### src/verilog/sam_audio_pkg.sv
//====================
// Audio sample types for the DAC latch and mixer.
//====================

`default_nettype none

package sam_audio_pkg;

	// Unsigned mixed sample
	typedef logic [18:0] sample_t;

	// Printer port DAC level
	typedef logic [7:0] vox_t;

endpackage

`default_nettype wire

### src/verilog/sam_audio_mixer.sv
//====================
// Printer port DAC: port 232 latches a byte, edges of bit 0 on port 233
// move it into the left or right level. Mixed with the beeper bit.
//====================

`timescale 1ns/10ps
`default_nettype none

module sam_audio_mixer
	import sam_audio_pkg::*;
(
	input  logic       clk_sys,
	input  logic       reset,
	input  logic [7:0] cpu_wdata,
	input  logic       lptd_strobe,
	input  logic       lpts_strobe,
	input  logic       ear,
	output sample_t    audio_l,
	output sample_t    audio_r
);

	vox_t lpt_data;
	vox_t vox_l;
	vox_t vox_r;
	logic stb_d;

	always_ff @(posedge clk_sys) begin
		if (lptd_strobe)
			lpt_data <= cpu_wdata;
	end

	always_ff @(posedge clk_sys) begin
		if (reset) begin
			vox_l <= '0;
			vox_r <= '0;
			stb_d <= 1'b0;
		end else if (lpts_strobe) begin
			// Rising bit 0 loads left, falling loads right
			if (~stb_d & cpu_wdata[0])
				vox_l <= lpt_data;
			if (stb_d & ~cpu_wdata[0])
				vox_r <= lpt_data;
			stb_d <= cpu_wdata[0];
		end
	end

	// Level times 1028 plus ear times 65536
	assign audio_l = {1'b0, vox_l, vox_l, 2'b00} + {2'b00, ear, 16'h0000};
	assign audio_r = {1'b0, vox_r, vox_r, 2'b00} + {2'b00, ear, 16'h0000};

endmodule

`default_nettype wire

### config.mk
export PLATFORM = sky130hd
export DESIGN_NAME = sam_audio_mixer
export DESIGN_NICKNAME = d
export VERILOG_FILES = /design/src/verilog/sam_audio_pkg.sv /design/src/verilog/sam_audio_mixer.sv
export SDC_FILE = /design/constraint.sdc
export NUM_CORES = 1
export LEC_CHECK = 0
export BUFFER_PORTS_ARGS = -buffer_cell sky130_fd_sc_hd__buf_2
export CAP_MARGIN = 10
export CORE_ASPECT_RATIO = 1.25
export CORE_UTILIZATION = 45
export CTS_CLUSTER_SIZE = 40
export DETAILED_ROUTE_END_ITERATION = 10
export MAX_ROUTING_LAYER = met4
export PLACE_DENSITY = 0.84
export SLEW_MARGIN = 20
export SYNTH_ARGS = -nofsm -noshare
export SYNTH_HDL_FRONTEND = slang
export SYNTH_SLANG_ARGS = --single-unit
### constraint.sdc
create_clock -name clk_sys -period 1.69 [get_ports clk_sys]
set_clock_uncertainty 0.1 [all_clocks]
set_input_delay 0.2535 -clock clk_sys [delete_from_list [all_inputs] [get_ports clk_sys]]
set_output_delay 0.2535 -clock clk_sys [all_outputs]
set_load 0.02 [all_outputs]
Word level (Yosys, flattened, before mapping)

Index checks and enable logic that the tools add are counted.

Register bits: 25
Bits in latches: 0
Bits in writable memories: 0
Memory bits (read-only): 0
Output and inout bits: 38
Word-level logic and storage cells: 12
Memories kept: 0

$add $sub $neg: 2
Multiply operators: 0
Div/mod/pow operators: 0
Magnitude comparators: 0
Equal/unequal tests: 0
Shifts and indexed selects: 0
Mux-type cells: 0
Bitwise operators: 4
Reductions and logical operators: 2

Operator list:

| kind                                      | number |
|---|---|
| 18-bit by 17-bit adder with 19-bit output | 2 |
| 2-bit AND reduction                       | 2 |
| 1-bit AND                                 | 2 |
| 1-bit inverter                            | 2 |

Logic depth before layout (Yosys ltp)

Depth in word-level cells: 3
Depth in mapped cells: 3

Worst setup path after synthesis

Ideal clock, no wire load.

Path type: register to output
Start point: reg vox_l[6]
End point: out audio_l[17]
Data arrival time: 0.934 ns
Path slack: 0.402 ns
Stages on the path, launching flop included: 3
Buffers on the path: 0
Cells stage by stage: dfxtp_1 -> ha_1 -> ha_1

Longest elaborated chain between the ends: 1

RTL lines:

| element                                   | RTL line              | text |
|---|---|---|
| start, declared                           | sam_audio_mixer.sv:23 | `vox_t vox_l;` |
| start signal, assigned                    | sam_audio_mixer.sv:40 | `vox_l <= lpt_data;` |
| 18-bit by 17-bit adder with 19-bit output | sam_audio_mixer.sv:48 | `assign audio_l = {1'b0, vox_l, vox_l, 2'b00} + {2'b00, ear, 16'h0000};` |
| end, declared                             | sam_audio_mixer.sv:18 | `output sample_t audio_l,` |

Every way passes these cells.

Final worst setup path

Start point: reg vox_r[6]
End point: out audio_r[17]

Longest elaborated chain between the ends: 1

RTL lines:

| element                                   | RTL line              | text |
|---|---|---|
| start, declared                           | sam_audio_mixer.sv:24 | `vox_t vox_r;` |
| start signal, assigned                    | sam_audio_mixer.sv:42 | `vox_r <= lpt_data;` |
| 18-bit by 17-bit adder with 19-bit output | sam_audio_mixer.sv:49 | `assign audio_r = {1'b0, vox_r, vox_r, 2'b00} + {2'b00, ear, 16'h0000};` |
| end, declared                             | sam_audio_mixer.sv:19 | `output sample_t audio_r` |

Every way passes these cells.

==> reports/metrics.yaml <==
outcome: "completed"
path_common_cell: "ha_1"
vdd_ir_drop_max_uv: 517
finalHoldViolCount: 0
fp.dieW_um: 46.7
holdCritStartpoint: "cpu_wdata[6]"
chipHeight_um: 57.8
pwr-share-comb_pct: 14.6
grtUsageTotal_pct: 14.8
start_util_pct: 49.2
synth_area_mm2: 0.00112
worst_path_max_delay_cell: "dfxtp_1"
internal-power_uw: 806
path_class: "flop to primary output"
cp_data_required_time_ps: 1340
sequentialPowerShare_pct: 61.2
cts-buffers-inserted: 3
timing.rr.start: "stb_d$_SDFFE_PP0P_"
h-tree-depth: 1
viasPerCell: 4.45
grt_pass1_vias: 680
yosysMostFrequentCell: "nand2b_1"
drive_above_1_share_pct: 37.9
cts_resized: 0
start_kind: "flop"
vias: 726
yosysTopAreaCell: "dfxtp_1"
synth_area_per_cell_um2: 11.9
cts_buffer_depth: 2
netSwitchingFraction_pct: 26.0
setup_violations: 0
antenna_left: 0
clkLatencyLatePin_ps: 310
drv_slew: 0
cp_max_fo: 3
final_cell_area_mm2: 0.00133
crit_chain: "ha_1 > ha_1 > buf_2"
period_needed_ps: 1610
grt_max_degree: 26
synth_top_area_share_pct: 30.3
p_sw_uw: 284
max_slew_margin_pct: 61.8
wl_per_cell_um: 10.9
place_inst: 154
powerDensity_mw_per_mm2: 818
yosysUniqueCellTypes: 13
crit_arrival_ps: 1260
synth_cells: 94
cts_tree: "done"
pre_cts_ws_ps: 297
grt_pass1_wl_mm: 2.77
detailedPlacementHpwl_mm: 1.29
power_mw: 1.09
async_flop_share_pct: 0
grt.overflow.total: 0
path_buf_inv: 1
design.core.area_mm2: 0.00228
p_leak_nw: 0.698
worstSetupEndpointType: "primary output"
ys_ff_latch: 25
diodes: 0
synthTopCellsByCount: "nand2b_1 (24), buf_4 (17), dfxtp_1 (17), mux2i_1 (17), edfxtp_1 (8)"
hold_path_class: "primary input to flop"
clockPowerShare_pct: 24.2
dr.pass1.iters: 2
cts.sinks: 25
yosysWarnings: 0
io_buffers: 46
cts.clk_slew.worst_paths_ps: 130
antenna_found_initial: 0
finalWirelength_mm: 1.78
drtIter0Drc: 5
max_freq_mhz: 621
area_growth_pct: 18.7
setup-tns-final_ps: 0
drc: 0
cp_top_family: "adder cells"
setup_slack_ps: 79.1
worst_path_largest_cell_delay_ps: 350
synth_area_leaders: "dfxtp_1 (30%), edfxtp_1 (21%), mux2i_1 (15%)"
ys_seq_area_share_pct: 51.7
synth_edf_count: 8
rows: 19
finalWeightedCongestion: 0.674
tightestPinTransition_ps: 572
drv_cap: 0
ios: 51
finalCritPeriodShare_pct: 95.3
synthFlopType: "dfxtp_1"
grt_setup_unrepaired: "false"
startpoint: "vox_r[6]$_SDFFE_PP0P_"
cts_setup_buffers: 0
clockRootBuffer: "clkbuf_4"
placed_area_mm2: 0.00125
die_area_mm2: 0.00270
final_cell_count_no_fill: 163
layout.nets: 150
==> metal layers <==
metal  global-route usage (%)  wire length [um]  up-vias
met5                        -                 0        -
met4                     7.35                25        0
met3                     1.87                81        4
met2                     25.6               920       29
met1                     16.0               753      325
li1                         -                 -      368
==> cell usage in the layout, fill, tap and decap left out, drive strengths merged <==
cell / n
dlygate4sd3: 5
ha: 4
mux2i: 17
nand2b: 24
and3b: 1
clkbuf: 3
nor2: 1
clkinv: 1
nand3b: 1
buf: 46
conb: 4
edfxtp: 8
dfxtp: 17
==> power by group through the flow <==
stage / clock network [mW] / registers (mW) / logic, mW
after floorplan: 0 / 0.696 / 0.107
after global placement: 0 / 0.678 / 0.150
after CTS: 0.265 / 0.667 / 0.159
final: 0.263 / 0.667 / 0.159
after detailed placement: 0 / 0.680 / 0.152
after global routing: 0.286 / 0.671 / 0.174
==> area by class of cell <==
class	count	area (um^2)
fill	199	950
sequential	25	581
tap	31	38.8
multi-input combinational	52	405
timing repair buffer	51	280
clock inverter	1	5.00
clock buffer	3	22.5
==> metrics by stage <==
stage	utilization, %	hold WS, ps
after global routing	58.4	5.61
after CTS	57.9	2.76
after floorplan	-	252
after detailed placement	55.0	332
final	58.4	12.8
after global placement	55.0	330
==> path summary, 6_finish.rpt <==
| path | end | slack (ps) | cells after the start |
|---|---|---|---|
| setup / recovery | audio_r[17] | 80 | 3 |
| hold / removal | lpt_data[6]$_DFFE_PP_ | 10 | 1 |
| setup reg to reg | vox_l[3]$_SDFFE_PP0P_ | 410 | 2 |
| hold reg to reg | vox_l[4]$_SDFFE_PP0P_ | 390 | 2 |
==> registers in the layout (all words and copies together) (netlist names) <==
signal	count
lpt_data	8
vox_l	8
vox_r	8
stb_d	1
==> worst register-to-register path: cells and delay by family (launching register included) <==
kind	cells	cell delay, ps
mux	1	250
flops	1	350
simple gates	1	530
==> timing repair <==
action | CTS | global route
endpoints found under the hold margin | 4 | 1
endpoints found under the setup margin | 0 | 0
hold buffers | 4 | 1
==> kinds of logic after synthesis <==
kind of cell	after synthesis	synth area share, %
adder cells (fa/ha/maj)	4	4.46
buffers and inverters	20	13.2
flip-flops	25	51.7
multiplexers	17	15.2
other	1	0.334
AND/OR/NAND/NOR	27	15.2
(Power assumes the default switching activity.)
