===== src/verilog/sam_asic_macros.svh =====
//====================
// Shared constants for the cut-down SAM Coupe ASIC.
// Included by the packages and RTL that need port numbers or timing.
//====================

`ifndef SAM_ASIC_MACROS_SVH
`define SAM_ASIC_MACROS_SVH

// Physical memory map
`define SAM_RAM_ADDR_BITS 20
`define SAM_ROM_BASE      20'h80000

// ASIC port numbers, low address byte
`define SAM_PORT_LPTD 8'd232
`define SAM_PORT_LPTS 8'd233
`define SAM_PORT_STAT 8'd249
`define SAM_PORT_LMPR 8'd250
`define SAM_PORT_HMPR 8'd251
`define SAM_PORT_MIDI 8'd253
`define SAM_PORT_BRDR 8'd254

// MIDI timing, clk_sys cycles per 1 MHz tick and ticks per frame
`define SAM_MIDI_DIV    48
`define SAM_MIDI_FRAME  319
`define SAM_MIDI_INT_AT 15

`endif


===== src/verilog/sam_mem_pkg.sv =====
//====================
// Bus and memory types shared by the port block, pager, arbiter and top.
// Import with a wildcard in the module header.
//====================

`default_nettype none

`include "sam_asic_macros.svh"

package sam_mem_pkg;

	typedef logic [15:0] cpu_addr_t;
	typedef logic [7:0] byte_t;
	typedef logic [`SAM_RAM_ADDR_BITS-1:0] phys_addr_t;

	// 16 KB page number
	typedef logic [4:0] page_t;

	// Paging state decoded from LMPR and HMPR
	typedef struct packed {
		page_t lmpr_page;
		logic  rom0_off;
		logic  rom1_on;
		logic  write_prot;
		page_t hmpr_page;
	} mem_page_cfg_t;

endpackage

`default_nettype wire


===== src/verilog/sam_io_ports.sv =====
//====================
// ASIC port decode: LMPR, HMPR and border registers, port strobes
// for the printer DAC and MIDI, and the I/O read multiplexer.
//====================

`timescale 1ns/10ps
`default_nettype none

`include "sam_asic_macros.svh"

module sam_io_ports
	import sam_mem_pkg::*;
(
	input  logic          clk_sys,
	input  logic          reset,
	input  cpu_addr_t     cpu_addr,
	input  byte_t         cpu_wdata,
	input  logic          n_iorq,
	input  logic          n_rd,
	input  logic          n_wr,
	input  logic          n_m1,
	input  logic          midi_int,
	output mem_page_cfg_t page_cfg,
	output logic          ear,
	output logic [3:0]    border_color,
	output byte_t         io_rdata,
	output logic          io_sel,
	output logic          lptd_strobe,
	output logic          lpts_strobe,
	output logic          midi_start
);

	byte_t lmpr;
	byte_t hmpr;
	byte_t port_num;
	logic  port_we;
	logic  port_we_d;
	logic  port_wr_stb;

	assign port_num = cpu_addr[7:0];

	// Port write, ignoring interrupt acknowledge cycles
	assign port_we     = ~n_iorq & ~n_wr & n_m1;
	assign port_wr_stb = port_we & ~port_we_d;
	assign io_sel      = ~n_iorq & ~n_rd & n_m1;

	//====================
	// Registers
	//====================
	always_ff @(posedge clk_sys) begin
		if (reset) begin
			port_we_d    <= 1'b0;
			lmpr         <= '0;
			hmpr         <= '0;
			border_color <= '0;
			ear          <= 1'b0;
		end else begin
			port_we_d <= port_we;
			if (port_wr_stb) begin
				if (port_num == `SAM_PORT_LMPR) lmpr <= cpu_wdata;
				if (port_num == `SAM_PORT_HMPR) hmpr <= cpu_wdata;
				if (port_num == `SAM_PORT_BRDR) begin
					// Colour is bit 5 over bits 2..0
					border_color <= {cpu_wdata[5], cpu_wdata[2:0]};
					ear          <= cpu_wdata[4];
				end
			end
		end
	end

	assign lptd_strobe = port_wr_stb & (port_num == `SAM_PORT_LPTD);
	assign lpts_strobe = port_wr_stb & (port_num == `SAM_PORT_LPTS);
	assign midi_start  = port_wr_stb & (port_num == `SAM_PORT_MIDI);

	assign page_cfg.lmpr_page  = lmpr[4:0];
	assign page_cfg.rom0_off   = lmpr[5];
	assign page_cfg.rom1_on    = lmpr[6];
	assign page_cfg.write_prot = lmpr[7];
	assign page_cfg.hmpr_page  = hmpr[4:0];

	//====================
	// Read mux
	//====================
	always_comb begin
		case (port_num)
			`SAM_PORT_LMPR: io_rdata = lmpr;
			`SAM_PORT_HMPR: io_rdata = hmpr;
			// Status, MIDI interrupt active low on bit 4
			`SAM_PORT_STAT: io_rdata = {3'b111, ~midi_int, 4'b1111};
			`SAM_PORT_LPTD, `SAM_PORT_LPTS: io_rdata = 8'h00;
			default:        io_rdata = 8'hFF;
		endcase
	end

endmodule

`default_nettype wire


===== config.mk =====
export PLATFORM = sky130hd
export DESIGN_NAME = sam_io_ports
export DESIGN_NICKNAME = d
export VERILOG_FILES = /design/src/verilog/sam_mem_pkg.sv /design/src/verilog/sam_io_ports.sv
export VERILOG_INCLUDE_DIRS = /design/src /design/src/verilog
export SDC_FILE = /design/constraint.sdc
export NUM_CORES = 1
export LEC_CHECK = 0
export BUFFER_PORTS_ARGS = -buffer_cell sky130_fd_sc_hd__buf_2
export CORE_MARGIN = 4
export CORE_UTILIZATION = 49
export CTS_BUF_LIST = sky130_fd_sc_hd__clkbuf_16
export DETAILED_ROUTE_END_ITERATION = 16
export HOLD_SLACK_MARGIN = 0.08
export MAX_ROUTING_LAYER = met4
export PLACE_DENSITY = 0.85
export SYNTH_ARGS = -nofsm -noshare
export SYNTH_HDL_FRONTEND = slang
export SYNTH_SLANG_ARGS = --single-unit
export TNS_END_PERCENT = 10

===== constraint.sdc =====
create_clock -name clk_sys -period 3.9 [get_ports clk_sys]
set_input_delay 0.975 -clock clk_sys [delete_from_list [all_inputs] [get_ports clk_sys]]
set_output_delay 0.975 -clock clk_sys [all_outputs]
set_load 0.03 [all_outputs]

# Yosys cells after proc, flatten, opt, wreduce, memory -nomap -nowiden
# Index checks and enable logic that the tools add are counted.
[word_totals] inputBits=31 rom_bits=0 n_memories=0 register_bits=22 mem_bits_rw=0 latchBits=0 output_inout_bits=30
[classes] n_eq_ne=7 bitwise_logic=13 mul=0 muxes=1 reduce_logical=4 order_cmp=0 div_mod_pow=0 shift=0 addsub=0
[ops] op="$eq A8 B8 Y1 const B" n=7
[ops] op="$pmux W8 S4" n=1
[ops] op="$and A1 B1 Y1" n=8
[ops] op="$reduce_and A2 Y1" n=3
[ops] op="$not A1 Y1" n=5
[ops] op="$reduce_or A2 Y1" n=1

# Logic depth before layout (Yosys ltp)
# Gate-level depths: netlist of run 1.
[depth] word_depth=5 depth_mapped=5

# Worst setup path after synthesis of run 1
# No wires, ideal clock.
[synth_timing] path_type="input to output" start="input port n_iorq" end="output port lpts_strobe" required_ns=2.925 t_arrival_ns=2.986 cell_stages=4 setup_slack_ns=-0.061 cell_sequence="or4b_4 buf_6 or2_2 nor4b_1"
[synth_via] elab_chain_len=5
[synth_rtl] element="from (decl)" line_no="sam_io_ports.sv:18" source="input logic n_iorq,"
[synth_rtl] element="$not A1 Y1" line_no="sam_io_ports.sv:43" source="assign port_we = ~n_iorq & ~n_wr & n_m1;"
[synth_rtl] element="$and A1 B1 Y1 (2 in series)" line_no="sam_io_ports.sv:43"
[synth_rtl] element="$and A1 B1 Y1" line_no="sam_io_ports.sv:44" source="assign port_wr_stb = port_we & ~port_we_d;"
[synth_rtl] element="$and A1 B1 Y1" line_no="sam_io_ports.sv:72" source="assign lpts_strobe = port_wr_stb & (port_num == `SAM_PORT_LPTS);"
[synth_rtl] element="to (decl)" line_no="sam_io_ports.sv:29" source="output logic lpts_strobe,"
# No other way between the ends.

# Worst setup path after layout of run 1
# Same ends and word-level chain as after synthesis.

==> results.toml, run 1 <==
[setup_path]
crit_path_max_fanout = 7
crit_start = "n_iorq"
rr_endpoint = "lmpr[3]$_SDFFE_PP0P_"
reg2regPathDepth = 3
end_kind = "primary output"
cp-start-kind = "input pin"
r2r_slack_ns = 2.06
worstPathArrival_ns = 2.48
critPathKind = "input pin to primary output"
r2r_start = "port_we_d$_SDFF_PP0_"
cp.required_ns = 2.92
crit_end = "lpts_strobe"

[route]
routed_wirelength_um = 3030
firstDrtPassIters = 4
routed_via_density = 5.54
drtIter0Drc = 45
ant_nets = 0
drcViolationCount = 0
vias = 1130
drt-wirelength-per-cell_um = 14.9

[cts]
htreeDepth = 1
worstSkewPairLatency_ns = 0.25
cts_sinks = 22
cts-hold-fix-buffers = 0
cts_tree = "yes"
clockRootBuffer = "clkbuf_16"
cts_resized = 0
numCtsBuffers = 3
cts_buffer_depth = 2
cts_setup_buffers = 0
cts.clk_slew.worst_paths_ns = 0.06

[die]
ios = 61
rows = 17
start_util = 0.539
coreArea_um2 = 2300
die_width_um = 58.3
die_h_um = 58.3
die_area_um2 = 3390

[grt]
grt_max_degree = 31
grt_pass1_vias = 1075
grt_pass1_wl_um = 4770
track_usage = 0.187
grt_overflow = 0
antenna_found_initial = 0

[pwr]
ir_drop_uv = 232
leakagePower_nw = 0.714
p_total_mw = 0.486
p_per_area_nw_per_um2 = 318

[timing]
max-slew-margin-rel = 0.647
rsz0062_at_grt = "no"
period_minus_slack_ns = 3.45
slew_violations = 0
skew_ns = 0.00143
max_freq_ghz = 0.289
tightestPinTransition_ns = 0.526
finalHoldViolCount = 0
post-route-period-util = 0.886
setup_viol = 0
fin_setup_tns_ns = 0

[cells_and_area]
layout_commonest_cell = "buf_2"
multi_input_area_um2 = 712
area_growth_pct = 23.7
finalNetCount = 208
seq_area_um2 = 440
postLayoutCellArea_um2 = 1530
drive_gt1_frac = 0.347
n_fill_cell = 182
final_cell_mix = "52 x buf_2, 31 x nand2b_1, 22 x dfxtp_1, 21 x mux2i_1"
diodes = 0

[logic_synthesis]
syn_area_um2 = 1240
synth_cells = 134
netlist.area_leader.share = 0.356
syn_area_per_cell_um2 = 9.23
yosysTopAreaCell = "dfxtp_1"
synth.yosys.seq_area_share = 0.356
netlist-cell-type-count = 27
ys_top_cells_by_area = "dfxtp_1 36%, mux2i_1 17%, nand2b_1 16%, a211oi_1 4.9%, o21ai_0 3.2%"
syn_nets = 165
synth_seq_cells = 22
synth_warnings = 0

[flow_run]
cap_viol_max_count = 0

[place]
dp_hpwl_um = 2270
gp_congestion = 0.763
placed_cell_area_um2 = 1450
portBuffers = 52

[status]
outcome = "finished clean"

[worst_hold_path]
hold_path_class = "register to register"
-- cells by family (layout without fill, tap and decap cells) --
kind of cell | after synthesis | after routing | share of synthesized area
buffers and inverters | 15 | 57 | 0.0738
muxes | 21 | 21 | 0.170
DFF | 22 | 22 | 0.356
AOI/OAI and AO/OA | 17 | 17 | 0.0849
and+or+nand+nor | 59 | 59 | 0.315
-- report_power, final --
group	switching, mW	internal (mW)
combinational	0.0263	0.0191
sequential	0.000117	0.225
clock	0.0790	0.137
-- metal layers --
metal | vias up | part of all wire | global-route usage
li1 | 545 | - | -
met2 | 52 | 0.50 | 0.326
met5 | - | 0 | -
met3 | 7 | 0.074 | 0.0334
met1 | 526 | 0.41 | 0.209
met4 | 0 | 0.020 | 0.0728
-- worst max-delay path, stage by stage --
cell and delay (ns):
buf_2 0.10, or4b_4 0.59, or2_2 0.33, nor4b_2 0.25, buf_2 0.23
-- per-stage QoR --
stage / hold WS (ns) / instances / setup WS (ns) / util
6_report: 0.477 / 204 / 0.445 / 0.666
4_1_cts: 0.480 / 204 / 0.427 / 0.666
3_3_place_gp: 0.459 / 200 / 0.483 / 0.632
2_1_floorplan: 0.448 / 134 / 0.0386 / -
3_5_place_dp: 0.467 / 200 / 0.428 / 0.632
5_1_grt: 0.495 / 204 / 0.341 / 0.666
-- how the worst min path moves through the flow --
stage / startpoint / end / slack [ns] / cells past startpoint
3_5_place_dp: ear$_SDFFE_PP0P_ / ear$_SDFFE_PP0P_ / 0.47 / 2
3_3_place_gp: hmpr[7]$_SDFFE_PP0P_ / hmpr[7]$_SDFFE_PP0P_ / 0.46 / 2
4_1_cts: ear$_SDFFE_PP0P_ / ear$_SDFFE_PP0P_ / 0.48 / 2
5_1_grt: ear$_SDFFE_PP0P_ / ear$_SDFFE_PP0P_ / 0.50 / 2
2_1_floorplan: hmpr[7]$_SDFFE_PP0P_ / hmpr[7]$_SDFFE_PP0P_ / 0.45 / 2
6_report: ear$_SDFFE_PP0P_ / ear$_SDFFE_PP0P_ / 0.48 / 2
-- state kept, by name, summed over array words and instances, names as in the netlist --
signal,count
lmpr,8
ear,1
border_color,4
hmpr,8
port_we_d,1
-- Yosys cell counts --
master    number
nor4b_1        1
and2_1         4
mux2i_1       21
nor4_1         1
nand2b_1      31
nand4_1        1
clkbuf_1       6
nor2b_1        4
buf_6          2
nor4_4         1
nor4_2         1
a211oi_1       8
o21ai_0        8
nor2_1         4
or4_1          2
buf_2          1
or4_4          1
inv_1          1
dfxtp_1       22
or2_2          1
buf_4          5
nand2_1        3
or4b_4         1
a21oi_1        1
nand3b_1       1
nor3_1         1
and3_1         1
-- layout make-up --
cell class / instances / area share
clock buffers: 3 / 0.0491
clock inverters: 1 / 0.00245
inverters: 1 / 0.00245
repair buffers: 52 / 0.170
multi-input cells: 97 / 0.465
well taps: 28 / 0.0229
flip-flops and latches: 22 / 0.288
No activity file was read; power rests on OpenSTA's default activity.
==> run 2, diff against run 1 <==
--- a/config.mk
+++ b/config.mk
@@ -9,7 +9,6 @@
 export BUFFER_PORTS_ARGS = -buffer_cell sky130_fd_sc_hd__buf_2
 export CORE_MARGIN = 4
 export CORE_UTILIZATION = 49
-export CTS_BUF_LIST = sky130_fd_sc_hd__clkbuf_16
 export DETAILED_ROUTE_END_ITERATION = 16
 export HOLD_SLACK_MARGIN = 0.08
 export MAX_ROUTING_LAYER = met4
==> run 2 against run 1 <==
  * Sequential share of layout area rose by 0.82 points
  * Clock skew increased by 0.0076 ns
  * Fmax fell by 0.10%
  * Combinational power about the same
  * Core utilization shrank 1.9 points
  * Clock power down 43%
  * Clock-buffer cell count is 1 higher
  * Via count down 0.80%
  * Critical path type unchanged
  * Largest cell class unchanged
  * Highest routed layer unchanged
==> results.toml, run 2 (synthesized netlist as in run 1, its figures left out) <==
[die]
die_h_um = 58.3
start_util = 0.539
die_area_um2 = 3390
rows = 17
die_width_um = 58.3
ios = 61
coreArea_um2 = 2300

[route]
drtIter0Drc = 57
routed_via_density = 5.50
vias = 1121
firstDrtPassIters = 4
ant_nets = 0
drt-wirelength-per-cell_um = 14.9
routed_wirelength_um = 3040
drcViolationCount = 0

[grt]
track_usage = 0.187
grt_pass1_wl_um = 4770
grt_pass1_vias = 1069
antenna_found_initial = 0
grt_overflow = 0
grt_max_degree = 31

[cells_and_area]
finalNetCount = 208
layout_commonest_cell = "buf_2"
diodes = 0
final_cell_mix = "52 x buf_2, 31 x nand2b_1, 22 x dfxtp_1, 21 x mux2i_1"
area_growth_pct = 20.2
top_regs = "hmpr (8), lmpr (8), border_color (4)"
drive_gt1_frac = 0.352

[worst_hold_path]
worstHoldStart = "hmpr[7]$_SDFFE_PP0P_"
hold_path_class = "register to register"
worstHoldPathCells = 2

[cts]
cts_resized = 0
cts_tree = "yes"
cts-hold-fix-buffers = 0
cts_setup_buffers = 0
numCtsBuffers = 3
clockRootBuffer = "clkbuf_4"
cts_sinks = 22
cts_buffer_depth = 2
worstSkewPairLatency_ns = 0.31
cts.clk_slew.worst_paths_ns = 0.11
htreeDepth = 1

[pwr]
leakagePower_nw = 0.696
p_per_area_nw_per_um2 = 265
ir_drop_uv = 233

[timing]
rsz0062_at_grt = "no"
timing.final.ws_setup_ns = 0.442
fin_setup_tns_ns = 0
post-route-period-util = 0.887
setup_viol = 0
slew_violations = 0
max_freq_ghz = 0.289
tightestPinTransition_ns = 0.549
skew_ns = 0.00906
finalHoldViolCount = 0
max-slew-margin-rel = 0.631
period_minus_slack_ns = 3.46

[setup_path]
reg2regPathDepth = 3
crit_start = "n_iorq"
r2r_start = "port_we_d$_SDFF_PP0_"
cp.required_ns = 2.92
crit_path_max_fanout = 7
critPathKind = "input pin to primary output"
cp-start-kind = "input pin"
worstPathArrival_ns = 2.48
end_kind = "primary output"

[flow_run]
cap_viol_max_count = 0

[place]
pre_cts_slack_ns = 0.428
portBuffers = 52
gp_congestion = 0.763
dp_hpwl_um = 2270

[status]
outcome = "finished clean"
## run 2: changes by cell type in the layout (fill, tap and decap cells not counted)
cell and delta:
clkbuf_16 -3, clkbuf_4 +3, clkbuf_8 +1, clkinv_1 -1
## run 2: cell type report
type / count / area (um^2)
Sequential cell: 22 / 440
Clock buffer: 4 / 36.3
Fill cell: 196 / 810
Tap cell: 28 / 35.0
Multi-Input combinational cell: 97 / 712
Inverter: 1 / 3.75
Timing Repair Buffer: 52 / 260
## run 2: path summary, 6_finish.rpt
path | end | slack [ns]
worst max-delay path | lpts_strobe | 0.44
worst max register to register | lmpr[3]$_SDFFE_PP0P_ | 2.05
worst min register to register | hmpr[7]$_SDFFE_PP0P_ | 0.49
worst min-delay path | hmpr[7]$_SDFFE_PP0P_ | 0.49
## run 2: stage by stage
stage | total power, mW | std cells | cell area (um^2) | hold WS, ns | utilization
after detailed placement | 0.275 | 200 | 1450 | 0.467 | 0.632
after floorplan | 0.257 | 134 | 1240 | 0.448 | -
final | 0.395 | 204 | 1490 | 0.486 | 0.648
after global routing | 0.413 | 204 | 1490 | 0.505 | 0.648
after CTS | 0.396 | 204 | 1490 | 0.489 | 0.648
after global placement | 0.273 | 200 | 1450 | 0.459 | 0.632
## run 2: report_power, final
group	internal, mW	switching [mW]	leakage, nW
Clock	0.0570	0.0674	0.0210
Combinational	0.0191	0.0262	0.498
Sequential	0.225	0.000117	0.177
## run 2: metal layers
metal / share of wire / vias up / global-route usage
met4: 0.0056 / 0 / 0.0662
met2: 0.53 / 33 / 0.331
met5: 0 / - / -
li1: - / 545 / -
met3: 0.062 / 2 / 0.0267
met1: 0.41 / 541 / 0.212
## run 2: critical path: stages
cell and delay (ns):
buf_2 0.10, or4b_4 0.59, or2_2 0.33, nor4b_2 0.25, buf_2 0.23
==> run 3, diff against run 2 <==
--- a/config.mk
+++ b/config.mk
@@ -8,11 +8,13 @@
 export LEC_CHECK = 0
 export BUFFER_PORTS_ARGS = -buffer_cell sky130_fd_sc_hd__buf_2
 export CORE_MARGIN = 4
-export CORE_UTILIZATION = 49
+export CORE_UTILIZATION = 45
 export DETAILED_ROUTE_END_ITERATION = 16
 export HOLD_SLACK_MARGIN = 0.08
 export MAX_ROUTING_LAYER = met4
-export PLACE_DENSITY = 0.85
+export PLACE_DENSITY = 0.79
+export SETUP_SLACK_MARGIN = 0.4
+export SKIP_LAST_GASP = 1
 export SYNTH_ARGS = -nofsm -noshare
 export SYNTH_HDL_FRONTEND = slang
 export SYNTH_SLANG_ARGS = --single-unit
==> constraint.sdc (replaced) <==
create_clock -name clk_sys -period 3.8 [get_ports clk_sys]
set_input_delay 0.95 -clock clk_sys [delete_from_list [all_inputs] [get_ports clk_sys]]
set_output_delay 0.95 -clock clk_sys [all_outputs]
set_load 0.03 [all_outputs]
==> run 3 against run 2 <==
  * Sequential share of layout area fell by 0.63 points
  * Worst hold slack got worse by 0.0011 ns
  * Critical endpoint unchanged
  * Sequential power rose by 3%
  * Clock power barely moved
  * Non-clock buffer count rose by 1
  * Highest routed layer unchanged
  * Clock skew fell by 0.0021 ns
==> results.toml, run 3 (synthesized netlist as in run 1, its figures left out) <==
[status]
outcome = "finished clean"

[setup_path]
cp_slowest_cell = "or4b_4"
crit_chain = "buf_2 -> or4b_4 -> or2_4 -> nor4b_4 -> buf_4"
critPathKind = "input pin to primary output"
cp_slowest_stage_delay_ns = 0.59
worstPathArrival_ns = 2.36
cp.required_ns = 2.85
cp-start-kind = "input pin"
crit_path_max_fanout = 7
end_kind = "primary output"
r2r_slack_ns = 1.98
reg2regPathDepth = 3

[grt]
track_usage = 0.179
grt_pass1_wl_um = 4830
grt_max_degree = 31
antenna_found_initial = 0
grt_pass1_vias = 1155
grt_overflow = 0

[die]
die_width_um = 60.4
start_util = 0.486
ios = 61
rows = 18
coreArea_um2 = 2540
die_area_um2 = 3650
die_h_um = 60.4

[cts]
cts_buffer_depth = 2
cts.clk_slew.worst_paths_ns = 0.12
numCtsBuffers = 3
cts_sinks = 22
htreeDepth = 1
worstSkewPairLatency_ns = 0.30
cts-hold-fix-buffers = 0
cts_tree = "yes"
clockRootBuffer = "clkbuf_4"

[timing]
max-slew-margin-rel = 0.640
slew_violations = 0
fin_setup_tns_ns = 0
rsz0062_at_grt = "no"
setup_viol = 0
finalHoldViolCount = 0
post-route-period-util = 0.870
period_minus_slack_ns = 3.31
skew_ns = 0.00700
max_freq_ghz = 0.302
tightestPinTransition_ns = 0.538

[cells_and_area]
area_growth_pct = 22.9
drive_gt1_frac = 0.362
layout_commonest_cell = "buf_2"
top_regs = "hmpr (8), lmpr (8), border_color (4)"
finalNetCount = 209
diodes = 0
final_cell_mix = "50 x buf_2, 31 x nand2b_1, 22 x dfxtp_1, 21 x mux2i_1"

[pwr]
p_per_area_nw_per_um2 = 267
ir_drop_uv = 172
leakagePower_nw = 0.707
p_total_mw = 0.405

[worst_hold_path]
worstHoldPathCells = 2
hold_path_class = "register to register"

[place]
gp_congestion = 0.804
portBuffers = 52
dp_hpwl_um = 2220

[route]
drt-wirelength-per-cell_um = 14.2
routed_wirelength_um = 2930
routed_via_density = 5.38
ant_nets = 0
firstDrtPassIters = 4
drtIter0Drc = 36
wl_met1_um = 1180
route.met2.wl_um = 1490
routed.top_layer = "met4"
drcViolationCount = 0
wl_met3_um = 213
vias = 1114

[flow_run]
cap_viol_max_count = 0
-- run 3: cell count changes in the layout (fill, tap and decap cells not counted), sizes merged --
cell	delta
buf	+1
-- run 3: worst max-delay path: cells and delay by family --
| kind | cells | cell delay (ns) |
|---|---|---|
| buffers and inverters | 2 | 0.30 |
| and+or+nand+nor | 3 | 1.10 |
-- run 3: worst paths after layout --
| path | from | endpoint |
|---|---|---|
| min reg2reg | hmpr[6]$_SDFFE_PP0P_ | hmpr[6]$_SDFFE_PP0P_ |
| max reg2reg | port_we_d$_SDFF_PP0_ | lmpr[5]$_SDFFE_PP0P_ |
| max | n_iorq | lpts_strobe |
| min | hmpr[6]$_SDFFE_PP0P_ | hmpr[6]$_SDFFE_PP0P_ |
-- run 3: final cells by class --
| cell class | instances | area [um^2] |
|---|---|---|
| Tap cell | 30 | 37.5 |
| Sequential cell | 22 | 440 |
| Multi-Input combinational cell | 97 | 729 |
| Timing Repair Buffer | 53 | 273 |
| Fill cell | 231 | 1020 |
| Inverter | 1 | 3.75 |
| Clock buffer | 4 | 36.3 |
-- run 3: layer usage --
metal  GRT usage  up-vias
met1       0.197      522
met2       0.310       37
met3      0.0277        6
li1            -      549
met4      0.0929        0
met5           -        -
-- run 3: where the power goes --
group | internal [mW] | switching [mW]
Sequential | 0.231 | 0.000113
Clock | 0.0584 | 0.0681
Combinational | 0.0202 | 0.0274
Total | 0.309 | 0.0956
-- run 3: stage by stage --
stage	utilization	cells	area [um^2]	worst slack (ns)	hold slack (ns)
final	0.597	207	1520	0.493	0.485
after global routing	0.597	207	1520	0.455	0.518
after CTS	0.595	207	1520	0.413	0.489
after detailed placement	0.580	203	1480	0.392	0.463
after global placement	0.580	203	1480	0.408	0.460
after floorplan	-	134	1260	0.303	0.448
-- run 3: timing repair --
action	in CTS	in global routing
buffers inserted	0	0
setup endpoints to repair	1	2
hold endpoints to repair	0	0
resized for setup	1	3
pin swaps	0	0
