--- src/verilog/sam_asic_macros.svh ---
//====================
// Shared constants for the cut-down SAM Coupe ASIC.
// Included by the packages and RTL that need port numbers or timing.
//====================

`ifndef SAM_ASIC_MACROS_SVH
`define SAM_ASIC_MACROS_SVH

// Physical memory map
`define SAM_RAM_ADDR_BITS 20
`define SAM_ROM_BASE      20'h80000

// ASIC port numbers, low address byte
`define SAM_PORT_LPTD 8'd232
`define SAM_PORT_LPTS 8'd233
`define SAM_PORT_STAT 8'd249
`define SAM_PORT_LMPR 8'd250
`define SAM_PORT_HMPR 8'd251
`define SAM_PORT_MIDI 8'd253
`define SAM_PORT_BRDR 8'd254

// MIDI timing, clk_sys cycles per 1 MHz tick and ticks per frame
`define SAM_MIDI_DIV    48
`define SAM_MIDI_FRAME  319
`define SAM_MIDI_INT_AT 15

`endif

--- src/verilog/sam_midi_tx.sv ---
//====================
// MIDI output timer. A write to the MIDI port marks a byte pending;
// the frame starts on the next idle 1 MHz tick.
//====================

`timescale 1ns/10ps
`default_nettype none

`include "sam_asic_macros.svh"

module sam_midi_tx (
	input  logic clk_sys,
	input  logic reset,
	input  logic midi_start,
	output logic midi_tx,
	output logic midi_int
);

	localparam int DIV   = `SAM_MIDI_DIV;
	localparam int DIV_W = $clog2(DIV);

	logic [DIV_W-1:0] div_cnt;
	logic [8:0]       tx_time;
	logic             tick;
	logic             pending;

	assign tick = (div_cnt == '0);

	always_ff @(posedge clk_sys) begin
		if (reset) begin
			div_cnt  <= '0;
			tx_time  <= '0;
			pending  <= 1'b0;
			midi_tx  <= 1'b0;
			midi_int <= 1'b0;
		end else begin
			div_cnt <= (div_cnt == DIV_W'(DIV - 1)) ? '0 : div_cnt + 1'b1;
			if (tick) begin
				if (tx_time != '0) begin
					tx_time <= tx_time - 9'd1;
					if (tx_time == 9'(`SAM_MIDI_INT_AT))
						midi_int <= 1'b1;
				end else begin
					midi_int <= 1'b0;
					midi_tx  <= pending;
					if (pending) begin
						tx_time <= 9'(`SAM_MIDI_FRAME);
						pending <= 1'b0;
					end
				end
			end
			// New byte may arrive during a frame
			if (midi_start)
				pending <= 1'b1;
		end
	end

	a_int_in_frame: assert property (@(posedge clk_sys) disable iff (reset)
		midi_int |-> midi_tx);

endmodule

`default_nettype wire

--- config.mk ---
export PLATFORM = sky130hd
export DESIGN_NAME = sam_midi_tx
export DESIGN_NICKNAME = d
export VERILOG_FILES = /design/src/verilog/sam_midi_tx.sv
export VERILOG_INCLUDE_DIRS = /design/src /design/src/verilog
export SDC_FILE = /design/constraint.sdc
export NUM_CORES = 1
export LEC_CHECK = 0
export ABC_AREA = 1
export BUFFER_PORTS_ARGS = -buffer_cell sky130_fd_sc_hd__clkbuf_2
export CORE_UTILIZATION = 40
export CTS_CLUSTER_SIZE = 16
export DETAILED_ROUTE_END_ITERATION = 8
export REMOVE_ABC_BUFFERS = 1
export SYNTH_ARGS = -nofsm -noshare
export SYNTH_HDL_FRONTEND = slang
export SYNTH_SLANG_ARGS = --single-unit
--- constraint.sdc ---
create_clock -name clk_sys -period 2.98 [get_ports clk_sys]
set_input_delay 0.149 -clock clk_sys [delete_from_list [all_inputs] [get_ports clk_sys]]
set_output_delay 0.149 -clock clk_sys [all_outputs]
set_load 0.01 [all_outputs]
# --- Yosys cells after proc, flatten, opt, wreduce, memory -nomap -nowiden ---
# Index checks and enable logic that the tools add are counted.
op_classes:
  n_reduce_logical: 9
  n_addsub: 2
  n_mux: 7
  bitwise_logic: 1
  eq_ne: 4
op_table:
  columns: ["cell", "count"]
  rows:
  - ["$mux W9", 2]
  - ["$eq A9 B4 Y1 const B", 1]
  - ["$reduce_bool A9 Y1", 1]
  - ["$sub A9 B1 Y9 const B", 1]
  - ["$reduce_and A2 Y1", 4]
  - ["$add A6 B1 Y6 const B", 1]
  - ["$eq A6 B6 Y1 const B", 1]
  - ["$logic_not A6 Y1", 1]
  - ["$mux W1", 5]
  - ["$reduce_bool A2 Y1", 2]
  - ["$ne A2 B1 Y1 const B", 1]
  - ["$ne A2 B2 Y1 const B", 1]
  - ["$reduce_or A2 Y1", 1]
  - ["$not A1 Y1", 1]
totals:
  elab_cells: 28
  in_bits: 3
  regBits: 18

# --- Logic depth before layout (Yosys ltp) ---
# Gate-level depths: netlist of run 1.
depth:
  ltp_word: 4
  depth_mapped: 10

# --- Worst setup path before layout of run 1 ---
# Ideal clock, no wire load.
synth_path:
  kind: "register to register"
  startpoint: "register tx_time[0]"
  endpoint: "register tx_time[1]"
  setup_slack_ns: 1.639
  t_arrival_ns: 1.228
  required_ns: 2.867
  synth_period_minus_slack_ns: 1.341
  setup_time_ns: 0.113
  stages_incl_launch_ff: 10
  n_path_buf: 0
  path_cell_list: "dfxtp_1 > inv_1 > ha_1 > nand2_4 > nor2_4 > nand3_4 > nand2_4 > inv_4 > nor2_1 > nor2_1"
synth_between:
  elab_chain_len: 3
  word_cells_on_any_way: 5
synth_rtl:
  columns: ["item", "line", "source"]
  rows:
  - ["start: declaration", "sam_midi_tx.sv:23", "logic [8:0] tx_time;"]
  - ["start signal: assignment", "sam_midi_tx.sv:40", "tx_time <= tx_time - 9'd1;"]
  - ["start signal: assignment", "sam_midi_tx.sv:47", "tx_time <= 9'(`SAM_MIDI_FRAME);"]
  - ["branches (longest 3 deep; another with $sub A9 B1 Y9)", null, null]
# Several ways; the timed one is not identified.
# A chain may end at the register's enable or synchronous reset.

# --- Final worst setup path of run 1 ---
# Same ends and word-level chain as after synthesis.

==> results of run 1 <==
==> critical path, delay by kind of cell (launching register included) <==
family        cells  cell delay [ps]
simple gates      7              620
flops             1              340
fa+ha+maj         1              280
buf+inv           2              180
==> flip-flops by register name (all words and copies together), names as in the netlist <==
signal	flops
pending	1
midi_int	1
tx_time	9
div_cnt	6
midi_tx	1
==> synth_stat cells <==
master / count
nand2_4: 2
nor2_4: 3
a21oi_1: 10
ha_1: 4
nor3b_1: 1
inv_1: 21
nand2_2: 2
a31oi_1: 1
nand4_1: 3
inv_4: 1
nand2_1: 36
xor2_1: 2
nand3_1: 10
o21ai_1: 1
dfxtp_1: 18
nor3_1: 1
nand3_4: 1
and3_2: 1
nor4_1: 1
o21ai_0: 3
nor2_1: 17
==> cell type report <==
| type | count | area share |
|---|---|---|
| repair buffers | 4 | 0.01887 |
| clock buffers | 4 | 0.03420 |
| well taps | 28 | 0.03302 |
| flip-flops and latches | 18 | 0.3396 |
| inverters | 22 | 0.08019 |
| multi-input cells | 99 | 0.4941 |
==> logic make-up after synthesis <==
kind of cell,after synthesis,synth area share
flip-flops,18,0.3716
adder cells (fa/ha/maj),4,0.05161
AND/OR/NAND/NOR,78,0.3923
AO/OA/AOI/OAI,15,0.07871
buffers and inverters,22,0.08775
XOR/XNOR,2,0.01807
==> metal layers <==
layer	share of wire	vias to the layer above	global-route usage
met5	0	-	0
met4	0.028	0	0.1081
met3	0.025	5	0.02679
met2	0.44	8	0.2741
met1	0.51	372	0.2120
li1	-	460	-
==> per-stage QoR <==
step | instance area, µm² | util | hold slack (ps) | cells | setup WS (ps)
finish | 1061 | 0.4706 | 42.51 | 175 | 1500
global route | 1061 | 0.4706 | 56.84 | 175 | 1323
CTS | 1061 | 0.4706 | 36.99 | 175 | 1474
detailed placement | 1025 | 0.4545 | 357.0 | 171 | 1509
global placement | 1025 | 0.4545 | 356.1 | 171 | 1534
floorplan | 969.7 | - | 218.1 | 139 | 1639
==> power by group <==
part | switching [mW] | internal [mW]
logic | 0.380 | 0.220
clock network | 0.0792 | 0.0745
registers | 0.0669 | 0.303
==> final timing paths <==
kind	endpoint	slack (ps)	from	cells after the start
worst max-delay path	tx_time[1]	1500	tx_time[0]	10
worst min-delay path	pending	40	midi_start	3
worst max register to register	tx_time[1]	1500	tx_time[0]	10
worst min register to register	midi_int	460	midi_int	2
==> out/summary.txt, run 1 <==
multi-input logic area: 524.3 µm²
vias in the first global route: 787
f_max: 675.7 MHz
Worst Path Arrival: 1720 ps
final setup TNS: 0 ps
GR Util All Layers: 0.1710
die height: 51.24 µm
RePlAce Congestion: 0.8171
Syn Inst Count: 139
Final Setup Violations: 0
clock-pin slew on the worst setup and hold paths: 110 ps
CP Data Required Time: 3220 ps
Rows: 17
fin. max-slew vios: 0
total CTS buffers: 3
I/O pins: 5
drt initial violations: 17
RSZ-0062 raised after global routing: no
Synth Cell Area: 969.7 µm²
Setup Buffers After CTS: 0
die area: 2625 µm²
most common cell after layout, fill and taps aside: nand2_1
crit start category: flop
clock buffer depth: 2
Routed WL: 1805 µm
crit path kind: reg -> reg
worst-path cell chain: inv_1 > ha_1 > nand2_4 > nor2_4 > nand3_4 > nand2_4 > inv_4 > nand2_2 > nand2_1 > nor2_1
status: completed
vias per inst: 4.829
global-route wire length before repair: 3263 µm
Hold Crit Class: in -> reg
Final HPWL DP: 1358 µm
Fin Clk Skew: 4.258 ps
largest net degree at the start of global routing: 11
cell taking the most area after synthesis: dfxtp_1
post-CTS resize count: 0
Avg Inst Size Synth: 6.976 µm²
Initial Util: 0.4301
Slew headroom: 0.7107
Congestion Overflow GR: 0
vias post-DR: 845
post-DR wirelength/cell: 10.31 µm
period utilization: 0.4966
Clk Tree Root Cell: clkbuf_4
Tmin final: 1480 ps
fillcell total: 249
CP max FO: 8
CTS HTree Levels: 1
Pwr Total: 1.124 mW
Slew @ Worst Pin: 431.0 ps
Hold Buf Count CTS: 0
antenna-violating nets left: 0
CTS Sinks: 18
share of the synthesized area in the top cell type: 0.3716
register area share after synthesis: 0.3716
leakage power: 0.5004 nW
drt drc: 0
Crit-path slowest cell: dfxtp_1
Cell Pwr Density: 1059 nW/µm²
Max rail drop VDD: 0.5704 mV
Syn. warnings: 0
CP most frequent cell: nand2_4
max cap viols: 0
Core Box Area: 2255 µm²
Synth cell types: 21
CP Capture Type: flop
fin nets: 155
CTS tree: yes
n_diodes: 0
layout cell share with drive strength beyond 1: 0.1224
Die X: 51.24 µm
clk_lat worst skew: 300 ps
leading cell types in the layout, fill and taps excluded: nand2_1 (36), inv_1 (21), dfxtp_1 (18), nor2_1 (17)
register bit total from synthesis: 18
1st-pass router iterations: 4
Hold Violations, Final: 0
initial antenna violation count: 0
# port buffers: 4
Layout area overhead: 9.420%
Area contributors post-synth: dfxtp_1 (37%), nand2_1 (14%), inv_1 (8.1%)
Critical Path Max Stage Delay: 340 ps
Register Area: 360.3 µm²
No activity file was read; power rests on OpenSTA's default activity.
==> inputs of run 2 (changes only) <==
--- a/config.mk
+++ b/config.mk
@@ -6,7 +6,7 @@
 export SDC_FILE = /design/constraint.sdc
 export NUM_CORES = 1
 export LEC_CHECK = 0
-export ABC_AREA = 1
+export ABC_AREA = 0
 export BUFFER_PORTS_ARGS = -buffer_cell sky130_fd_sc_hd__clkbuf_2
 export CORE_UTILIZATION = 40
 export CTS_CLUSTER_SIZE = 16
==> constraint.sdc (replaced) <==
create_clock -name clk_sys -period 1.4 [get_ports clk_sys]
set_input_delay 0.07 -clock clk_sys [delete_from_list [all_inputs] [get_ports clk_sys]]
set_output_delay 0.07 -clock clk_sys [all_outputs]
set_load 0.01 [all_outputs]
==> run 2 against run 1 <==
The run now ends with negative setup slack left. Critical path type unchanged. Flip-flop and latch count unchanged. Total power increased to 2.8 times the previous value. Via count up 9.6%. Clock skew up 5.5 ps. Non-clock buffer count increased by 29. Synthesized cell count decreased by 21%. Sequential share of layout area decreased by 8.5 points.
==> out/summary.txt, run 2 <==
initial antenna violation count: 0 (unchanged)
leading cell types in the layout, fill and taps excluded: buf_4 (25), nor2_1 (18), dfxtp_1 (14), inv_1 (7)
number of flops mapped to enable cells by yosys: 0 (unchanged)
Largest register FFs: 9 (unchanged)
number of buffer and inverter stages on the critical path: 1 (-1)
Hold Crit Class: in -> reg
post-DR wirelength/cell: 13.84 µm (+34%)
Max rail drop VDD: 1.494 mV (+160%)
CP Data Required Time: 1630 ps (-1590 ps)
Synth cell types: 39 (+86%)
RSZ-0062 raised after global routing: yes
max cap viols: 0 (unchanged)
total CTS buffers: 3 (unchanged)
die height: 51.14 µm (-0.19%)
final setup TNS: -912.5 ps (-912.5 ps)
largest reg by FF count: tx_time
Hold Violations, Final: 0 (unchanged)
RePlAce Congestion: 0.8855 (+8.4%)
status: complete, but fails checks
largest family of logic cells by synthesized area: simple AND/OR/NAND/NOR gates
Slew @ Worst Pin: 385.7 ps (-45.37 ps)
vias per inst: 5.353 (+11%)
Initial Util: 0.4284 (-0.001665)
Routed WL: 2394 µm (+33%)
Synth Area in Adders: 0.05181 (+0.0002006)
Layout area overhead: 48.45%
post-synthesis compound-gate area fraction: 0.1528 (+0.07414)
CTS HTree Levels: 1 (unchanged)
n_diodes: 0 (unchanged)
Final HPWL DP: 1571 µm (+16%)
Fin Clk Skew: 9.790 ps (+5.532 ps)
register bit total from synthesis: 18 (unchanged)
Cells after DPL: 164 (-4.1%)
Cell Pwr Density: 2210 nW/µm² (+110%)
Tmin final: 1603 ps (+122.7 ps)
f_max: 624.0 MHz (-7.7%)
fillcell total: 205 (-18%)
1st-pass router iterations: 4 (unchanged)
# port buffers: 4 (unchanged)
Die X: 51.14 µm (-0.19%)
clock buffer depth: 2 (unchanged)
crit path kind: reg -> reg
Synth Area in Simple Gates: 0.2720 (-0.1202)
Top FF cell, synth: dfxtp_1
CTS Sinks: 18 (unchanged)
fin nets: 153 (-1.3%)
Avg Inst Size Synth: 8.781 µm² (+26%)
hold slack: 170.1 ps (+127.6 ps)
fin. max-slew vios: 0 (unchanged)
die area: 2615 µm² (-0.37%)
cell taking the most area after synthesis: dfxtp_1
clk_lat worst skew: 300 ps (about the same)
post-synthesis xor/xnor area fraction: 0.03627 (+0.01820)
Register Area: 365.4 µm² (+1.4%)
Syn Inst Count: 110 (-21%)
Slew headroom: 0.7429 (+0.03218)
worst setup margin: -202.5 ps (-1703 ps)
asr flop ratio synth: 0 (unchanged)
register area share after synthesis: 0.3731 (+0.001444)
antenna-violating nets left: 0 (unchanged)
CP Capture Type: flop
global-route wire length before repair: 4002 µm (+23%)
Synth Cell Area: 965.9 µm² (-0.39%)
drt initial violations: 10 (-7)
worst-path cell chain: inv_2 > ha_4 > nor3b_4 > and2_4 > a2111oi_4 > mux2i_1
final core occ: 0.6360 (+0.1654)
Critical Path Max Stage Delay: 390 ps (+50 ps)
CP max FO: 4 (-4)
failing checks: negative setup slack
synth cell count leaders: dfxtp_1 (18), nor2_1 (18), inv_1 (11)
biggest regs: tx_time x9, div_cnt x6
Pwr Total: 3.168 mW (+180%)
GR Util All Layers: 0.2071 (+0.03611)
leakage power: 0.6095 nW (+22%)
Area contributors post-synth: dfxtp_1 (37%), nor2_1 (7.0%), ha_1 (5.2%)
most common cell after layout, fill and taps aside: buf_4
layout cell share with drive strength beyond 1: 0.4828 (+0.3603)
I/O pins: 5 (unchanged)
CP delay by family, top: compound AO/OA/AOI/OAI gates
Crit-path slowest cell: a2111oi_4
Syn. warnings: 0 (unchanged)
Clk Tree Root Cell: clkbuf_4
multi-input logic area: 704.4 µm² (+34%)
vias post-DR: 926 (+9.6%)
clock-pin slew on the worst setup and hold paths: 110 ps (about the same)
final non-filler cell total: 173 (-1.1%)
Final Setup Violations: 8 (+8)
Congestion Overflow GR: 0 (unchanged)
largest net degree at the start of global routing: 19 (+8)
mux cell area share after synthesis: 0.06347 (+0.06347)
drt drc: 0 (unchanged)
share of the synthesized area in the top cell type: 0.3731 (+0.001444)
Rows: 17 (unchanged)
period utilization: 1.145 (+0.6481)
Worst Path Arrival: 1830 ps (+110 ps)
Core Box Area: 2255 µm² (unchanged)
crit start category: flop
vias in the first global route: 931 (+18%)
CTS tree: yes
-- run 2: cell count changes after synthesis, moves of 3 or more --
cell,before,now
nand3_1,10,2
xnor2_1,0,3
nor2_4,3,0
nand2_1,36,6
mux2i_1,0,5
a21oi_1,10,4
inv_1,21,11
-- run 2: cell families (layout without fill, tap and decap cells) --
family	after synthesis	in the layout
compound gates	19	19
xor+xnor	4	4
fa+ha+maj	4	4
buf+inv	13	48
flops	18	18
mux	6	6
simple gates	46	46
-- run 2: cell type report --
class | instances | area share
timing repair buffer | 33 | 0.1754
inverter | 11 | 0.02880
clock buffer | 4 | 0.02531
sequential | 18 | 0.2548
tap | 28 | 0.02443
multi-input combinational | 79 | 0.4913
-- run 2: worst paths after layout --
path / startpoint / end / slack (ps) / cells after the start
setup reg to reg: tx_time[1] / tx_time[7] / -200 / 6
hold / removal: reset / midi_tx / 170 / 2
setup / recovery: tx_time[1] / tx_time[7] / -200 / 6
hold reg to reg: midi_tx / midi_tx / 480 / 2
-- run 2: per-stage QoR --
step | setup WS, ps | area, µm²
CTS | -175.0 | 1344
detailed placement | -270.8 | 1194
global placement | -224.4 | 1194
finish | -202.5 | 1434
floorplan | -237.8 | 958.4
global route | -243.8 | 1434
-- run 2: repair_timing --
item                                   in CTS  in global routing
setup endpoints to repair                  12                 13
hold buffers                                1                  0
setup buffers                               3                  1
gates resized for setup                    21                 18
pin swaps                                  13                  9
endpoints found under the hold margin       1                  0
-- run 2: where the power goes --
part / internal (mW) / total [mW] / switching, mW
Combinational: 1.07 / 2.06 / 0.992
Clock: 0.159 / 0.329 / 0.170
Sequential: 0.642 / 0.780 / 0.138
Total: 1.87 / 3.17 / 1.30
-- run 2: per-layer routing --
metal / wire length [µm] / GRT usage / share of wire
met1: 1102 / 0.2518 / 0.46
met4: 31 / 0.07870 / 0.013
met5: 0 / 0 / 0
met3: 45 / 0.03571 / 0.019
met2: 1214 / 0.3596 / 0.51
==> inputs of run 3 (changes only) <==
--- a/config.mk
+++ b/config.mk
@@ -8,9 +8,12 @@
 export LEC_CHECK = 0
 export ABC_AREA = 0
 export BUFFER_PORTS_ARGS = -buffer_cell sky130_fd_sc_hd__clkbuf_2
+export CORE_MARGIN = 2
 export CORE_UTILIZATION = 40
 export CTS_CLUSTER_SIZE = 16
 export DETAILED_ROUTE_END_ITERATION = 8
+export GPL_TIMING_DRIVEN = 0
+export HOLD_SLACK_MARGIN = 0.06
 export REMOVE_ABC_BUFFERS = 1
 export SYNTH_ARGS = -nofsm -noshare
 export SYNTH_HDL_FRONTEND = slang
==> run 3 against run 2 <==
The flow still finishes with violations (negative setup slack). Sequential share of layout area increased by 1.6 points. Design area decreased by 2.9%. Clock-buffer cell count unchanged. Clock power decreased by 2%. Largest cell class unchanged.
==> out/summary.txt, run 3 (synthesized netlist as in run 2, its figures left out) <==
status: complete, but fails checks
failing checks: negative setup slack
Core Box Area: 2255 µm² (unchanged)
global-route wire length before repair: 3698 µm (-7.6%)
crit start category: flop
Hold Crit Class: in -> reg
CP Data Required Time: 1590 ps (-40 ps)
Layout area overhead: 44.17%
vias per inst: 5.395 (+0.80%)
Max rail drop VDD: 1.314 mV (-12%)
CTS Sinks: 18 (unchanged)
biggest regs: tx_time x9, div_cnt x6
Cells after DPL: 140 (-15%)
Die X: 53.14 µm (+3.9%)
Hold Violations, Final: 0 (unchanged)
Tmin final: 1599 ps (-3.762 ps)
Slew headroom: 0.7365 (-0.006348)
most common cell after layout, fill and taps aside: buf_4
Worst Path Arrival: 1790 ps (-40 ps)
Initial Util: 0.4284 (unchanged)
f_max: 625.5 MHz (+0.24%)
fin. max-slew vios: 0 (unchanged)
leakage power: 0.5747 nW (-5.7%)
Clk Tree Root Cell: clkbuf_4
Congestion Overflow GR: 0 (unchanged)
initial antenna violation count: 0 (unchanged)
layout cell share with drive strength beyond 1: 0.4892 (+0.006450)
vias post-DR: 901 (-2.7%)
I/O pins: 5 (unchanged)
crit path kind: reg -> reg
n_diodes: 0 (unchanged)
CTS HTree Levels: 1 (unchanged)
CTS tree: yes
Final HPWL DP: 1323 µm (-16%)
antenna-violating nets left: 0 (unchanged)
post-DR wirelength/cell: 14.03 µm (+1.4%)
final core occ: 0.6176 (-0.01831)
die height: 53.14 µm (+3.9%)
CP max FO: 3 (-1)
# port buffers: 4 (unchanged)
die area: 2824 µm² (+8.0%)
drt initial violations: 16 (+6)
pre-CTS setup slack: -484.1 ps (-213.2 ps)
RePlAce Congestion: 0.8416 (-5.0%)
drt drc: 0 (unchanged)
1st-pass router iterations: 4 (unchanged)
Fin Clk Skew: 5.742 ps (-4.048 ps)
Routed WL: 2343 µm (-2.1%)
hold slack: 189.2 ps (+19.17 ps)
vias in the first global route: 846 (-9.1%)
final setup TNS: -1155 ps (-242.2 ps)
area post-placement: 1013 µm² (-15%)
total CTS buffers: 3 (unchanged)
clock-pin slew on the worst setup and hold paths: 110 ps (about the same)
Final Setup Violations: 12 (+4)
clock buffer depth: 2 (unchanged)
period utilization: 1.142 (-0.002687)
Cell Pwr Density: 2207 nW/µm² (-0.11%)
worst setup margin: -198.8 ps (+3.762 ps)
max cap viols: 0 (unchanged)
final non-filler cell total: 167 (-3.5%)
clk_lat worst skew: 290 ps (about the same)
largest net degree at the start of global routing: 19 (unchanged)
Rows: 17 (unchanged)
Pwr Total: 3.074 mW (-3.0%)
Largest register FFs: 9 (unchanged)
CP Capture Type: flop
Slew @ Worst Pin: 395.2 ps (+9.522 ps)
largest reg by FF count: tx_time
leading cell types in the layout, fill and taps excluded: buf_4 (20), nor2_1 (17), dfxtp_1 (11), inv_1 (7)
RSZ-0062 raised after global routing: yes
GR Util All Layers: 0.1796 (-0.02753)
fin nets: 147 (-3.9%)
final instance area: 1393 µm² (-2.9%)
fillcell total: 192 (-6.3%)
## run 3: final timing paths
kind | depth (start not counted) | start | slack, ps | end
max | 6 | div_cnt[1] | -200 | tx_time[4]
min | 2 | reset | 190 | midi_tx
max reg2reg | 6 | div_cnt[1] | -200 | tx_time[4]
min reg2reg | 2 | midi_tx | 480 | midi_tx
## run 3: layout make-up
class / count / area, µm² / share of cell area
Tap cell: 28 / 35.03 / 0.02516
Timing Repair Buffer: 27 / 202.7 / 0.1456
Sequential cell: 18 / 376.6 / 0.2704
Inverter: 11 / 41.29 / 0.02965
Clock buffer: 4 / 36.28 / 0.02606
Multi-Input combinational cell: 79 / 700.7 / 0.5031
## run 3: per-layer routing
layer | vias up | GRT usage | part of all wire
met2 | 18 | 0.2896 | 0.47
met4 | 0 | 0.08120 | 0.0073
met5 | - | 0 | 0
li1 | 445 | - | -
met1 | 436 | 0.2340 | 0.48
met3 | 2 | 0.02825 | 0.041
## run 3: power breakdown
| part | total [mW] | leakage (nW) | internal [mW] | switching, mW |
|---|---|---|---|---|
| clock network | 0.321 | 0.0210 | 0.158 | 0.163 |
| registers | 0.837 | 0.151 | 0.659 | 0.178 |
| logic | 1.92 | 0.403 | 0.985 | 0.931 |
## run 3: what timing repair did
| item | CTS | global route |
|---|---|---|
| hold buffers | 1 | 0 |
| resized for setup | 25 | 19 |
| hold endpoints to repair | 1 | 0 |
| buffers inserted | 12 | 11 |
| endpoints found under the setup margin | 12 | 12 |
| pin swaps | 12 | 12 |
## run 3: worst max-delay path, stage by stage (launching register included)
cell      delay, ps
dfxtp_2         340
inv_2            60
ha_4            130
nor4bb_4        330
nand2_1         110
a31oi_1         180
mux2_2          350
